## config.mk

```make
export PLATFORM = sky130hd
export DESIGN_NAME = cache_array
export DESIGN_NICKNAME = d
export VERILOG_FILES = /design/src/source/cache_pkg.sv /design/src/source/cache_array.sv
export SDC_FILE = /design/constraint.sdc
export NUM_CORES = 2
export LEC_CHECK = 0
export BUFFER_PORTS_ARGS = -buffer_cell sky130_fd_sc_hd__buf_4
export CORE_MARGIN = 1
export CORE_UTILIZATION = 60
export CTS_BUF_LIST = sky130_fd_sc_hd__clkbuf_8
export DETAILED_ROUTE_END_ITERATION = 10
export PLACE_DENSITY = 0.85
export SYNTH_ARGS = -nofsm -noshare
export SYNTH_HDL_FRONTEND = slang
export SYNTH_SLANG_ARGS = --single-unit
```

## constraint.sdc

```tcl
create_clock -name clk -period 9.65 [get_ports clk]
set_input_delay 0.965 -clock clk [delete_from_list [all_inputs] [get_ports clk]]
set_output_delay 0.965 -clock clk [all_outputs]
set_load 0.1 [all_outputs]
```

## src/source/cache_pkg.sv

```systemverilog
// shared constants and message types for the cache and its line memory
// referenced by scoped name from every design file
`default_nettype none

package cache_pkg;

  // ----------------------------------------
  // geometry
  // ----------------------------------------

  localparam int c_word_nbits      = 32;
  localparam int c_line_nbits      = 128;
  localparam int c_words_per_line  = 4;
  localparam int c_opaque_nbits    = 8;

  // 256 byte cache as 16 lines of 16 bytes
  localparam int c_cache_nlines    = 16;
  localparam int c_offset_nbits    = 4;
  // index from addr 7:4 and tag from addr 11:8
  localparam int c_index_nbits     = 4;
  localparam int c_tag_nbits       = 4;

  // 4 KB backing store
  localparam int c_mem_nlines      = 256;
  localparam int c_addr_used_nbits = 12;

  // ----------------------------------------
  // message types
  // ----------------------------------------

  // same encoding in both directions
  typedef enum logic [2:0] {
    mem_read       = 3'd0,
    mem_write      = 3'd1,
    mem_write_init = 3'd2,
    mem_amo_add    = 3'd3,
    mem_amo_and    = 3'd4,
    mem_amo_or     = 3'd5
  } mem_type_e;

  // processor side request with the type in the msbs
  typedef struct packed {
    mem_type_e                 msg_type;
    logic [c_opaque_nbits-1:0] opaque;
    logic [31:0]               addr;
    logic [1:0]                len;
    logic [c_word_nbits-1:0]   data;
  } cache_req_t;

  typedef struct packed {
    mem_type_e                 msg_type;
    logic [c_opaque_nbits-1:0] opaque;
    logic [1:0]                len;
    logic [c_word_nbits-1:0]   data;
  } cache_resp_t;

  // whole line for refill and writeback, word view for hits and amos
  // word 0 sits in the low bits
  typedef union packed {
    logic [c_line_nbits-1:0]                         line;
    logic [c_words_per_line-1:0][c_word_nbits-1:0]   words;
  } line_u;

  // memory side carries one line per transfer
  typedef struct packed {
    logic                              write;
    logic [$clog2(c_mem_nlines)-1:0]   line_addr;
    line_u                             data;
  } mem_req_t;

  typedef struct packed {
    line_u data;
  } mem_resp_t;

endpackage

`default_nettype wire

```

## src/source/cache_array.sv

```systemverilog
// tag, valid, dirty and data storage for the direct-mapped cache
// combinational read at index, writes land on the next clock edge
`timescale 1ns/1ps
`default_nettype none

module cache_array (
  input  wire                                 clk,
  input  wire                                 rst,
  input  wire  [cache_pkg::c_index_nbits-1:0] index,
  input  wire                                 tag_we,
  input  wire                                 data_we,
  input  wire  [cache_pkg::c_tag_nbits-1:0]   tag_wdata,
  input  wire                                 dirty_wdata,
  input  wire  cache_pkg::line_u              line_wdata,
  output logic [cache_pkg::c_tag_nbits-1:0]   tag,
  output logic                                valid,
  output logic                                dirty,
  output cache_pkg::line_u                    line
);

  logic [cache_pkg::c_tag_nbits-1:0]    tags  [cache_pkg::c_cache_nlines];
  cache_pkg::line_u                     lines [cache_pkg::c_cache_nlines];
  logic [cache_pkg::c_cache_nlines-1:0] valid_r;
  logic [cache_pkg::c_cache_nlines-1:0] dirty_r;

  // ----------------------------------------
  // read side
  // ----------------------------------------

  assign tag   = tags[index];
  assign valid = valid_r[index];
  assign dirty = dirty_r[index];
  assign line  = lines[index];

  // ----------------------------------------
  // state bits
  // ----------------------------------------

  always_ff @(posedge clk)
  begin
    if (rst)
    begin
      valid_r <= '0;
      dirty_r <= '0;
    end
    else
    begin
      // a new tag always means a live line
      if (tag_we)
        valid_r[index] <= 1'b1;
      // refill clears dirty, a store sets it
      if (tag_we || data_we)
        dirty_r[index] <= dirty_wdata;
    end
  end

  // tag and line payload
  always_ff @(posedge clk)
  begin
    if (tag_we)
      tags[index] <= tag_wdata;
    if (data_we)
      lines[index] <= line_wdata;
  end

  // controller only stores into a live line or one it installs now
  assert property (@(posedge clk) disable iff (rst)
    data_we |-> valid_r[index] || tag_we);

endmodule

`default_nettype wire

```

==> flow_metrics.tcl <==
set metrics [dict create \
    outcome "completed" \
    yosys.area.top_type "edfxtp_1" \
    worstPathRequired_ns 8.69 \
    clk_latency_ns 1.03 \
    r2r_cells 2 \
    grtUsageTotal_pct 26.77 \
    h-tree-depth 5 \
    async_flop_share_pct 0 \
    drt_iter0_markers 4581 \
    tritoncts "yes" \
    viasPerCell 6.509 \
    drv_cap 0 \
    synthCells 3423 \
    synth_top_family_by_area "multiplexers" \
    synthAdderAreaFrac_pct 0 \
    rsz0062_at_grt "false" \
    cts-root-buf "clkbuf_8" \
    critical_path.max_fanout 99 \
    arrival_ns 4.35 \
    ys.flop_type "edfxtp_1" \
    ctsHoldBuffers 0 \
    first_pass_iters 5 \
    start_kind "input port" \
    setup-tns-final_ns 0 \
    fin_hold_ws_ns 0.2198 \
    initial_core_util_pct 60.81 \
    dieArea_um2 135400 \
    hold_path_depth 1 \
    synth_top_cell_area_share_pct 78.93 \
    fin_crit_ns 5.320 \
    slew_viol_final 0 \
    path_depth 7 \
    post_cts_buffers 0 \
    grt_pass1_vias 40030 \
    ys_types 27 \
    fp-row-count 133 \
    avgSynthCellArea_um2 23.47 \
    post-route-util_pct 68.41 \
    die_y_um 367.9 \
    crit_path_end_kind "output port" \
    portBuffers 274 \
    synth_nets 3564 \
    critPathBufInv 4 \
    synth_edf_count 2112 \
    ys_seq_area_share_pct 79.73 \
    grt_pass1_wl_mm 260.5 \
    fin_total_pwr_w 0.01885 \
    avgRoutedWirePerCell_um 30.26 \
    finalNetCount 4038 \
    drive_gt1_share_pct 31.00 \
    crit_path_cell_trace "buf_8 -> buf_12 -> buf_4 -> mux4_2 -> a22oi_1 -> nand2_1 -> buf_4" \
    ir_worst_vdd_v 0.0001950 \
    max_stage_delay_ns 0.78 \
    critical_path_class "input port to output port" \
    slowest_stage "buf_4" \
    hold_viol_final 0 \
    worst_path_dominant_cell_family "buffers and inverters" \
    finalSetupViolCount 0 \
    synth_commonest_cells "2112 x edfxtp_1, 536 x mux4_2, 268 x a22oi_1" \
    io-pin-count 275 \
    ant_nets 0 \
    cts.path.max_buffers 4 \
    syn_area_um2 80350 \
    area_growth_pct 12.50 \
    hpwlAfterDp_mm 85.04 \
    grt_overflow 0 \
    slew_headroom_pct 12.61 \
    max_slew.worst_pin.slew_ns 1.311 \
    antenna_found_initial 23 \
    cts-buffers-inserted 343 \
    skew_ns 0 \
    gp_congestion 0.7551 \
    cts.sink_count 2144 \
    die_w_um 367.9 \
    synth.area.top_cells "edfxtp_1 79%, mux4_2 15%, a22oi_1 2.5%" \
    synth.area.mux_share_pct 15.02 \
    grt_max_degree 164 \
    clock.fmax_ghz 0.1880 \
    worstHoldPathType "input port to register" \
    vias 38360 \
    route.detailed.drc 0 \
    powerDensity_nw_per_um2 208.6 \
    synthXorXnorAreaFrac_pct 0 \
    clkSlewWorstSetupHoldPaths_ns 0.06 \
    synth_compound_area_share_pct 2.868 \
    synth.most_common_cell "edfxtp_1" \
    cts.repair.resized 0 \
    placed_cells 5307 \
    yosys.area_share.simple_pct 1.155 \
    ys_ff_latch 2144 \
    synth-warning-count 0 \
    p_leak_nw 29.15 \
    worst_path_most_repeated_cell "buf_4" \
    fin_cells 5893 \
    routed_wl_mm 178.3 \
    coreArea_um2 132100 \
    fin_crit_sh_pct 55.13 \
]
==> where the power goes <==
group | leakage (nW) | internal, W | total [W] | switching [W]
clock network | 3.42 | 0.00358 | 0.00690 | 0.00332
registers | 19.3 | 0.0104 | 0.0105 | 0.0000440
logic | 6.39 | 0.000433 | 0.00149 | 0.00105
==> metrics by stage <==
| step | area (µm²) | setup slack, ns |
|---|---|---|
| final | 90390 | 4.330 |
| after global routing | 90390 | 3.991 |
| after CTS | 90360 | 4.227 |
| after detailed placement | 84400 | 4.229 |
| after global placement | 84400 | 4.335 |
| after floorplan | 80350 | 1.670 |
==> area by class of cell <==
type                    count  area [µm²]
flip-flops and latches   2144       64060
fillers                  7725       41740
well taps                1755        2196
multi-input cells        1079       15450
diodes                     12       30.03
clock buffers             351        4831
repair buffers            329        2698
clock inverters           223        1129
==> sequential cells by signal, indices dropped and copies added, names as in the netlist <==
register / flops
dirty_r: 16
lines: 2048
valid_r: 16
tags: 64
==> per-layer routing <==
metal / up-vias / track usage, % / share of wire [%]
li1: 15700 / - / -
met1: 20050 / 37.14 / 37
met2: 2273 / 41.94 / 49
met3: 316 / 7.559 / 11
met4: 24 / 8.155 / 2.1
met5: - / 0.4986 / 0.081
==> path summary, 6_finish.rpt <==
check | from | endpoint | slack [ns]
min | line_wdata[74] | lines[15][74] | 0.22
max | index[0] | line[78] | 4.33
min reg2reg | dirty_r[0] | dirty_r[0] | 0.47
max reg2reg | dirty_r[7] | dirty_r[7] | 8.91
==> kinds of logic (layout without fill, tap and decap cells) <==
family,after synthesis,after routing
flops,2144,2144
mux,536,536
compound gates,318,318
simple gates,225,225
buf+inv,200,903
other cells,0,12
==> placed cells by master (no fill, tap or decap), types with 2 or more instances in the layout <==
| cell | n |
|---|---|
| edfxtp_1 | 2112 |
| mux4_2 | 536 |
| clkbuf_8 | 351 |
| buf_4 | 310 |
| a22oi_1 | 268 |
| nand2_1 | 141 |
| inv_1 | 102 |
| clkinv_1 | 81 |
| nor2_1 | 34 |
| a21oi_1 | 32 |
| dfxtp_1 | 32 |
| clkinv_2 | 25 |
| nor2_4 | 17 |
| buf_12 | 17 |
| diode_2 | 12 |
| nand4_1 | 12 |
| bufinv_16 | 9 |
| o31ai_1 | 8 |
| nand3_1 | 6 |
| clkinvlp_4 | 5 |
| nand2b_1 | 4 |
| o41ai_1 | 4 |
| o21ai_0 | 4 |
| nor2b_4 | 2 |
| or2_2 | 2 |
| and3b_1 | 2 |
| buf_8 | 2 |
Note: power is estimated with default switching activity, not from simulation.
