**src/source/cache_pkg.sv**
```systemverilog
// shared constants and message types for the cache and its line memory
// referenced by scoped name from every design file
`default_nettype none

package cache_pkg;

  // ----------------------------------------
  // geometry
  // ----------------------------------------

  localparam int c_word_nbits      = 32;
  localparam int c_line_nbits      = 128;
  localparam int c_words_per_line  = 4;
  localparam int c_opaque_nbits    = 8;

  // 256 byte cache as 16 lines of 16 bytes
  localparam int c_cache_nlines    = 16;
  localparam int c_offset_nbits    = 4;
  // index from addr 7:4 and tag from addr 11:8
  localparam int c_index_nbits     = 4;
  localparam int c_tag_nbits       = 4;

  // 4 KB backing store
  localparam int c_mem_nlines      = 256;
  localparam int c_addr_used_nbits = 12;

  // ----------------------------------------
  // message types
  // ----------------------------------------

  // same encoding in both directions
  typedef enum logic [2:0] {
    mem_read       = 3'd0,
    mem_write      = 3'd1,
    mem_write_init = 3'd2,
    mem_amo_add    = 3'd3,
    mem_amo_and    = 3'd4,
    mem_amo_or     = 3'd5
  } mem_type_e;

  // processor side request with the type in the msbs
  typedef struct packed {
    mem_type_e                 msg_type;
    logic [c_opaque_nbits-1:0] opaque;
    logic [31:0]               addr;
    logic [1:0]                len;
    logic [c_word_nbits-1:0]   data;
  } cache_req_t;

  typedef struct packed {
    mem_type_e                 msg_type;
    logic [c_opaque_nbits-1:0] opaque;
    logic [1:0]                len;
    logic [c_word_nbits-1:0]   data;
  } cache_resp_t;

  // whole line for refill and writeback, word view for hits and amos
  // word 0 sits in the low bits
  typedef union packed {
    logic [c_line_nbits-1:0]                         line;
    logic [c_words_per_line-1:0][c_word_nbits-1:0]   words;
  } line_u;

  // memory side carries one line per transfer
  typedef struct packed {
    logic                              write;
    logic [$clog2(c_mem_nlines)-1:0]   line_addr;
    line_u                             data;
  } mem_req_t;

  typedef struct packed {
    line_u data;
  } mem_resp_t;

endpackage

`default_nettype wire

```
**src/source/cache_ctrl.sv**
```systemverilog
// blocking cache controller with one request in flight at a time
// runs tag check, amo merge, writeback, refill and the response handshake
`timescale 1ns/1ps
`default_nettype none

module cache_ctrl (
  input  wire                                    clk,
  input  wire                                    rst,
  // processor side
  input  wire                                    cachereq_val,
  output logic                                   cachereq_rdy,
  input  wire  cache_pkg::cache_req_t            cachereq_msg,
  output logic                                   cacheresp_val,
  input  wire                                    cacheresp_rdy,
  output cache_pkg::cache_resp_t                 cacheresp_msg,
  // backing memory side
  output logic                                   memreq_val,
  input  wire                                    memreq_rdy,
  output cache_pkg::mem_req_t                    memreq_msg,
  input  wire                                    memresp_val,
  input  wire  cache_pkg::mem_resp_t             memresp_msg,
  // line array that answers in the same cycle
  output logic [cache_pkg::c_index_nbits-1:0]    arr_index,
  output logic                                   arr_tag_we,
  output logic                                   arr_data_we,
  output logic [cache_pkg::c_tag_nbits-1:0]      arr_tag_wdata,
  output logic                                   arr_dirty_wdata,
  output cache_pkg::line_u                       arr_line_wdata,
  input  wire  [cache_pkg::c_tag_nbits-1:0]      arr_tag,
  input  wire                                    arr_valid,
  input  wire                                    arr_dirty,
  input  wire  cache_pkg::line_u                 arr_line
);

  typedef enum logic [2:0] {
    idle, tag_check, evict_req, refill_req, refill_wait, resp
  } state_e;

  state_e                                             state;
  state_e                                             state_nxt;
  cache_pkg::cache_req_t                              req_r;
  cache_pkg::cache_resp_t                             resp_r;
  logic [cache_pkg::c_tag_nbits-1:0]                  req_tag;
  logic [cache_pkg::c_index_nbits-1:0]                req_index;
  logic [$clog2(cache_pkg::c_words_per_line)-1:0]     req_word;
  logic                                               hit;
  logic                                               modify;
  logic                                               need_evict;
  logic [cache_pkg::c_word_nbits-1:0]                 old_word;
  logic [cache_pkg::c_word_nbits-1:0]                 new_word;
  cache_pkg::line_u                                   merged;

  // ----------------------------------------
  // address split and tag compare
  // ----------------------------------------

  assign req_tag    = req_r.addr[cache_pkg::c_offset_nbits + cache_pkg::c_index_nbits
                                 +: cache_pkg::c_tag_nbits];
  assign req_index  = req_r.addr[cache_pkg::c_offset_nbits +: cache_pkg::c_index_nbits];
  assign req_word   = req_r.addr[cache_pkg::c_offset_nbits-1
                                 -: $clog2(cache_pkg::c_words_per_line)];
  assign hit        = arr_valid && (arr_tag == req_tag);
  // victim only matters on a miss
  assign need_evict = arr_valid && arr_dirty;
  assign modify     = (req_r.msg_type != cache_pkg::mem_read);
  assign old_word   = arr_line.words[req_word];

  // ----------------------------------------
  // word merge for writes and amos
  // ----------------------------------------

  always_comb
  begin
    case (req_r.msg_type)
      cache_pkg::mem_amo_add: new_word = old_word + req_r.data;
      cache_pkg::mem_amo_and: new_word = old_word & req_r.data;
      cache_pkg::mem_amo_or:  new_word = old_word | req_r.data;
      // write and write-init store the request word as is
      default:                new_word = req_r.data;
    endcase
    merged = arr_line;
    merged.words[req_word] = new_word;
  end

  // ----------------------------------------
  // fsm
  // ----------------------------------------

  always_comb
  begin
    state_nxt = state;
    case (state)
      idle:
        if (cachereq_val)
          state_nxt = tag_check;
      tag_check:
        // clean miss sends the refill read from here
        if (hit)
          state_nxt = resp;
        else if (need_evict)
          state_nxt = evict_req;
        else if (memreq_rdy)
          state_nxt = refill_wait;
      evict_req:
        if (memreq_rdy)
          state_nxt = refill_req;
      refill_req:
        if (memreq_rdy)
          state_nxt = refill_wait;
      refill_wait:
        // installed line hits on the second tag check
        if (memresp_val)
          state_nxt = tag_check;
      resp:
        if (cacheresp_rdy)
          state_nxt = idle;
      default:
        state_nxt = idle;
    endcase
  end

  always_ff @(posedge clk)
  begin
    if (rst)
      state <= idle;
    else
      state <= state_nxt;
  end

  // request latch and response word
  always_ff @(posedge clk)
  begin
    if (cachereq_val && cachereq_rdy)
      req_r <= cachereq_msg;
    if (state == tag_check && hit)
    begin
      resp_r.msg_type <= req_r.msg_type;
      resp_r.opaque   <= req_r.opaque;
      resp_r.len      <= req_r.len;
      // reads and amos return the old word and plain writes return zero
      if (req_r.msg_type == cache_pkg::mem_write || req_r.msg_type == cache_pkg::mem_write_init)
        resp_r.data <= '0;
      else
        resp_r.data <= old_word;
    end
  end

  assign cachereq_rdy  = (state == idle);
  assign cacheresp_val = (state == resp);
  assign cacheresp_msg = resp_r;

  // ----------------------------------------
  // memory port and array writes
  // ----------------------------------------

  always_comb
  begin
    memreq_val           = 1'b0;
    memreq_msg.write     = 1'b0;
    memreq_msg.line_addr = {req_tag, req_index};
    memreq_msg.data      = arr_line;
    case (state)
      tag_check:
        memreq_val = !hit && !need_evict;
      evict_req:
      begin
        // old line goes back under its own tag
        memreq_val           = 1'b1;
        memreq_msg.write     = 1'b1;
        memreq_msg.line_addr = {arr_tag, req_index};
      end
      refill_req:
        memreq_val = 1'b1;
      default:
        memreq_val = 1'b0;
    endcase
  end

  always_comb
  begin
    arr_index       = req_index;
    arr_tag_we      = 1'b0;
    arr_data_we     = 1'b0;
    arr_tag_wdata   = req_tag;
    arr_dirty_wdata = 1'b0;
    arr_line_wdata  = merged;
    if (state == refill_wait && memresp_val)
    begin
      // clean install of the fetched line
      arr_tag_we     = 1'b1;
      arr_data_we    = 1'b1;
      arr_line_wdata = memresp_msg.data;
    end
    else if (state == tag_check && hit && modify)
    begin
      arr_data_we     = 1'b1;
      arr_dirty_wdata = 1'b1;
    end
  end

  // ----------------------------------------
  // checks
  // ----------------------------------------

  // whole aligned words inside the 4 KB space only
  assert property (@(posedge clk) disable iff (rst)
    cachereq_val && cachereq_rdy |->
      cachereq_msg.len == '0
      && cachereq_msg.addr[$clog2(cache_pkg::c_word_nbits/8)-1:0] == '0
      && (cachereq_msg.addr >> cache_pkg::c_addr_used_nbits) == '0);

  // stalled response stays put until taken
  assert property (@(posedge clk) disable iff (rst)
    cacheresp_val && !cacheresp_rdy |=> cacheresp_val && $stable(cacheresp_msg));

endmodule

`default_nettype wire

```
**config.mk**
```make
export PLATFORM = sky130hd
export DESIGN_NAME = cache_ctrl
export DESIGN_NICKNAME = d
export VERILOG_FILES = /design/src/source/cache_pkg.sv /design/src/source/cache_ctrl.sv
export SDC_FILE = /design/constraint.sdc
export NUM_CORES = 1
export LEC_CHECK = 0
export ABC_CLOCK_PERIOD_IN_PS = 8100
export BUFFER_PORTS_ARGS = -buffer_cell sky130_fd_sc_hd__buf_2
export CAP_MARGIN = 20
export CORE_AREA = 2 2 264 266
export DETAILED_ROUTE_END_ITERATION = 6
export DIE_AREA = 0 0 266 268
export GPL_TIMING_DRIVEN = 0
export PLACE_DENSITY = 0.48
export SLEW_MARGIN = 30
export SYNTH_ARGS = -nofsm -noshare
export SYNTH_HDL_FRONTEND = slang
export SYNTH_SLANG_ARGS = --single-unit
```
**constraint.sdc**
```tcl
create_clock -name clk -period 8.1 [get_ports clk]
set_input_delay 0.405 -clock clk [delete_from_list [all_inputs] [get_ports clk]]
set_output_delay 0.405 -clock clk [all_outputs]
set_load 0.02 [all_outputs]
```
==> results.rst <==
.. list-table::
   :header-rows: 1

   * - Metric
     - Value
   * - DIE AREA
     - 71300 um2
   * - Cell area after layout
     - 16100 um2
   * - Global-route wire length before repair
     - 105000 um
   * - Avg Inst Size Synth
     - 7.95 um2
   * - Synth Warn #
     - 0
   * - Worst EP arrival
     - 6.21 ns
   * - Post-synth design cell area
     - 11400 um2
   * - Number of vias after detailed routing
     - 14000
   * - Die height
     - 268 um
   * - 1st-iter DRT viols
     - 1369
   * - Combinational family with the most area after synthesis
     - compound AO/OA/AOI/OAI gates
   * - Startpoint kind of the worst setup timing path
     - flip-flop
   * - Fraction of power consumed by combinational cells
     - 57.6%
   * - Compound-Gate Fraction of Synth Area
     - 22.5%
   * - Synth Area in XOR/XNOR
     - 1.92%
   * - Width of the chip
     - 266 um
   * - Total global routing track utilization
     - 21.2%
   * - Ys async rst share
     - 0%
   * - Standard cell with the maximum stage delay on the critical path
     - sky130_fd_sc_hd__buf_1
   * - CTS H-tree depth
     - 3
   * - Bufs and invs on worst path
     - 4
   * - Setup repair after global routing missed its margin
     - false
   * - Synthesized net count
     - 1854
   * - Total of buffers placed on input and output ports
     - 646
   * - Critical path fanouts, max
     - 10
   * - Static Leakage
     - 7.52 nW
   * - Routed length on met2
     - 37700 um
   * - Post-synthesis instance total
     - 1436
   * - Area growth from synthesis to layout
     - 41.5%
   * - Aggregate global routing overflow
     - 0
   * - Latest clock arrival within the worst-skew pair
     - 0.37 ns
   * - Synth top cells by count
     - sky130_fd_sc_hd__nand2_1 (186), sky130_fd_sc_hd__a21oi_1 (140), sky130_fd_sc_hd__buf_4 (140)
   * - Detailed-route wire length per cell
     - 26.5 um
   * - Crit. End Element
     - primary output
   * - Count of different cell masters after synthesis
     - 69
   * - IR drop worst, VDD
     - 88.9 uV
   * - Number of cells on the critical path
     - 15
   * - Kind of path behind the tightest hold check
     - in -> reg
   * - Reported max-cap violation count
     - 0
   * - Clock period minus worst slack
     - 6.61 ns
   * - Timing startpoint of the critical path
     - req_r[36]
   * - Maximum buffer depth of the clock tree
     - 2
   * - Number of nets in the finished design
     - 2523
   * - Vias in the first global route
     - 13200
   * - CP required
     - 7.70 ns
   * - Cells traversed along the worst timing path
     - buf_1 -> buf_2 -> mux4_2 -> inv_1 -> ha_1 -> a211oi_1 -> o211ai_2 -> a21oi_1 -> nor4b_2 -> nor2_1 -> xor2_1 -> a21oi_1 -> mux2i_1 -> o21ai_0 -> buf_2
   * - Slew at the pin closest to its max-slew limit
     - 0.990 ns
   * - Post-detail-place hpwl
     - 68200 um
   * - # hold bufs at CTS
     - 0
   * - Worst reg-to-reg path cell count
     - 7
   * - Peak clock frequency supported by timing
     - 151 MHz
   * - Internal power of the cells
     - 1.34 mW
   * - Commonest register cell after synthesis
     - sky130_fd_sc_hd__edfxtp_1
   * - Clock-pin slew reported for the worst setup and hold paths after clock tree synthesis
     - 0.08 ns
   * - Vias per inst
     - 4.68
   * - Startpoint of the most critical register-to-register path
     - req_r[74]
   * - Final cycle utilization of the critical path
     - 81.6%
   * - Area share of the largest cell type after synthesis
     - 26.3%
   * - Minimum setup slack among reg-to-reg paths
     - 4.72 ns
   * - Outcome
     - completed
   * - Share of total power in sequential cells
     - 25.2%
   * - Detailed-route wire length on metal 1
     - 32300 um
   * - Antenna violations before repair
     - 24
   * - Type of the worst setup path
     - reg -> out
   * - Maximum number of pins on one net before global-route repair
     - 35
   * - Placer's final routability congestion estimate
     - 0.946
   * - Highest Signal Layer
     - met5
   * - Family with the most delay on the worst path
     - buffers and inverters
   * - Gates resized, CTS repair
     - 0
   * - Placed cell areas
     - 15900 um2
   * - Final Max Slew Viols
     - 0
   * - I/O pin count
     - 669
   * - Share of cell area taken by muxes after synthesis
     - 9.51%
   * - Cell type contributing the most total cell area after synthesis
     - sky130_fd_sc_hd__edfxtp_1
   * - End point of the critical path
     - arr_line_wdata[83]
   * - Delay of the slowest cell on the worst path
     - 0.76 ns
   * - Final clock skew
     - 0.0155 ns
   * - Row cnt
     - 96
   * - Number of register bits inferred by synthesis
     - 103
   * - Post-DRT Antenna Nets
     - 0
   * - Length of routed met3 wiring
     - 6790 um
   * - Number of endpoints with negative hold slack in the final report
     - 0
   * - Root Driver
     - sky130_fd_sc_hd__clkbuf_16
   * - Number of synthesized flops with an enable pin
     - 100
   * - Core Box Area
     - 68200 um2
   * - Most common cell in the synthesized netlist
     - sky130_fd_sc_hd__nand2_1
   * - Number of remaining DRC errors
     - 0
   * - Net switching power of the design
     - 1.24 mW
   * - Hold_ws
     - 0.204 ns
   * - Final setup violation count
     - 0
   * - Clock tree sinks
     - 103
   * - Net switching fraction of the power
     - 48.0%
   * - CTS tree
     - yes
   * - Wire length after detailed routing
     - 79400 um
   * - Endpoint of the lowest-slack register-to-register path
     - cacheresp_msg[2]
   * - Final core occ
     - 23.7%
   * - Proportion of synthesized chip area in sequential cells
     - 26.8%
   * - Normalized max-slew margin
     - 34.0%
   * - Effective utilization at floorplan
     - 16.7%
   * - Synth Area in Adders
     - 8.07%
   * - Proportion of layout cells with a drive suffix above 1
     - 42.4%
   * - Top post-synthesis cells by area
     - sky130_fd_sc_hd__edfxtp_1 (26%), sky130_fd_sc_hd__buf_4 (9.2%), sky130_fd_sc_hd__ha_1 (7.9%)
   * - Detailed-routing iteration count for the pre-antenna-repair pass
     - 6
   * - Power per standard cell area
     - 160 nW/um2
   * - Simple-gate share of the synthesized area
     - 16.2%
   * - Post-CTS repair timing setup buffer count
     - 0
   * - Clock network fraction of design power
     - 17.2%
   * - Inserted Clock Buffers
     - 9
## cells in the final DEF (no fill, tap or decap), types with 5 or more instances in the layout
master	netlist	routed
sky130_fd_sc_hd__a21oi_1	140	140
sky130_fd_sc_hd__ha_1	72	72
sky130_fd_sc_hd__o211ai_1	15	15
sky130_fd_sc_hd__xor2_1	11	11
sky130_fd_sc_hd__nor2_1	138	138
sky130_fd_sc_hd__nor2b_1	8	8
sky130_fd_sc_hd__xnor2_1	14	14
sky130_fd_sc_hd__o21ai_1	22	22
sky130_fd_sc_hd__a211oi_1	26	26
sky130_fd_sc_hd__a21o_1	22	22
sky130_fd_sc_hd__a221oi_1	5	5
sky130_fd_sc_hd__a31oi_1	30	30
sky130_fd_sc_hd__clkbuf_16	0	9
sky130_fd_sc_hd__mux4_2	32	32
sky130_fd_sc_hd__nor3_1	12	12
sky130_fd_sc_hd__nand2b_1	6	6
sky130_fd_sc_hd__o22ai_1	6	6
sky130_fd_sc_hd__nand2_1	186	186
sky130_fd_sc_hd__mux2i_1	33	33
sky130_fd_sc_hd__clkbuf_2	0	9
sky130_fd_sc_hd__or3_1	7	7
sky130_fd_sc_hd__diode_2	0	5
sky130_fd_sc_hd__buf_2	11	672
sky130_fd_sc_hd__o21a_1	5	5
sky130_fd_sc_hd__o21ai_0	135	135
sky130_fd_sc_hd__inv_1	73	73
sky130_fd_sc_hd__edfxtp_1	100	100
sky130_fd_sc_hd__nand4_1	5	5
sky130_fd_sc_hd__and3_1	27	27
sky130_fd_sc_hd__clkbuf_1	76	67
sky130_fd_sc_hd__nand3_1	10	10
sky130_fd_sc_hd__buf_4	140	141
## worst min-delay path by stage
stage / end / slack (ns) / from / depth (start not counted)
final: req_r[37] / 0.20 / cachereq_msg[37] / 1
after global routing: req_r[17] / 0.18 / cachereq_msg[17] / 1
after CTS: arr_tag_wdata[1] / 0.18 / cachereq_msg[43] / 1
after detailed placement: cacheresp_msg[32] / 0.41 / req_r[32] / 0
after global placement: cacheresp_msg[32] / 0.40 / req_r[32] / 0
after floorplan: cacheresp_msg[32] / 0.40 / req_r[32] / 0
## power groups by stage
stage	Combinational [mW]	Sequential (mW)	Clock [mW]
final	1.49	0.652	0.444
after global routing	1.59	0.655	0.485
after CTS	1.48	0.652	0.469
after detailed placement	1.47	0.664	0
after global placement	1.47	0.668	0
after floorplan	0.866	0.658	0
## per-layer routing
metal / vias to the layer above / global-route usage (%)
li1: 6302 / -
met1: 6783 / 26.8
met5: - / 0
met2: 763 / 35.5
met4: 22 / 6.10
met3: 139 / 5.60
## through the flow
stage	instances	power [mW]	setup TNS (ns)	worst slack, ns
floorplan	1436	1.52	0	1.55
global placement	2964	2.14	-92.12	-2.83
detailed placement	2976	2.14	0	1.89
CTS	2991	2.60	0	1.45
global route	2995	2.73	0	1.14
finish	2996	2.58	0	1.49
## flip-flops by register name, indices dropped and copies added (netlist names)
| signal | flops |
|---|---|
| arr_index | 4 |
| state | 3 |
| cacheresp_msg | 45 |
| arr_tag_wdata | 4 |
| req_r | 47 |
## area by class of cell
| cell class | count | area (um2) |
|---|---|---|
| Fill cell | 7776 | 52100 |
| Multi-Input combinational cell | 1022 | 6640 |
| Timing Repair Buffer | 658 | 3310 |
| Sequential cell | 103 | 3060 |
| Buffer | 237 | 1450 |
| Tap cell | 882 | 1100 |
| Inverter | 74 | 278 |
| Clock buffer | 9 | 225 |
| Clock inverter | 6 | 55.1 |
| Antenna cell | 5 | 12.5 |
## worst reg2reg max path, stage by stage (launching register included)
cell and delay, ns:
sky130_fd_sc_hd__edfxtp_1 0.38, sky130_fd_sc_hd__buf_2 0.18, sky130_fd_sc_hd__clkbuf_1 0.52, sky130_fd_sc_hd__clkbuf_1 0.66, sky130_fd_sc_hd__xnor2_1 0.13, sky130_fd_sc_hd__nor2_1 0.64
sky130_fd_sc_hd__clkbuf_1 0.46, sky130_fd_sc_hd__nor2_1 0.14
## cell families (layout without fill, tap and decap cells)
family,after synthesis,in the layout
fa+ha+maj,73,73
other cells,0,5
flops,103,103
mux,68,68
xor+xnor,25,25
simple gates,419,419
compound gates,437,437
buf+inv,311,984
No activity file was read; power rests on OpenSTA's default activity.
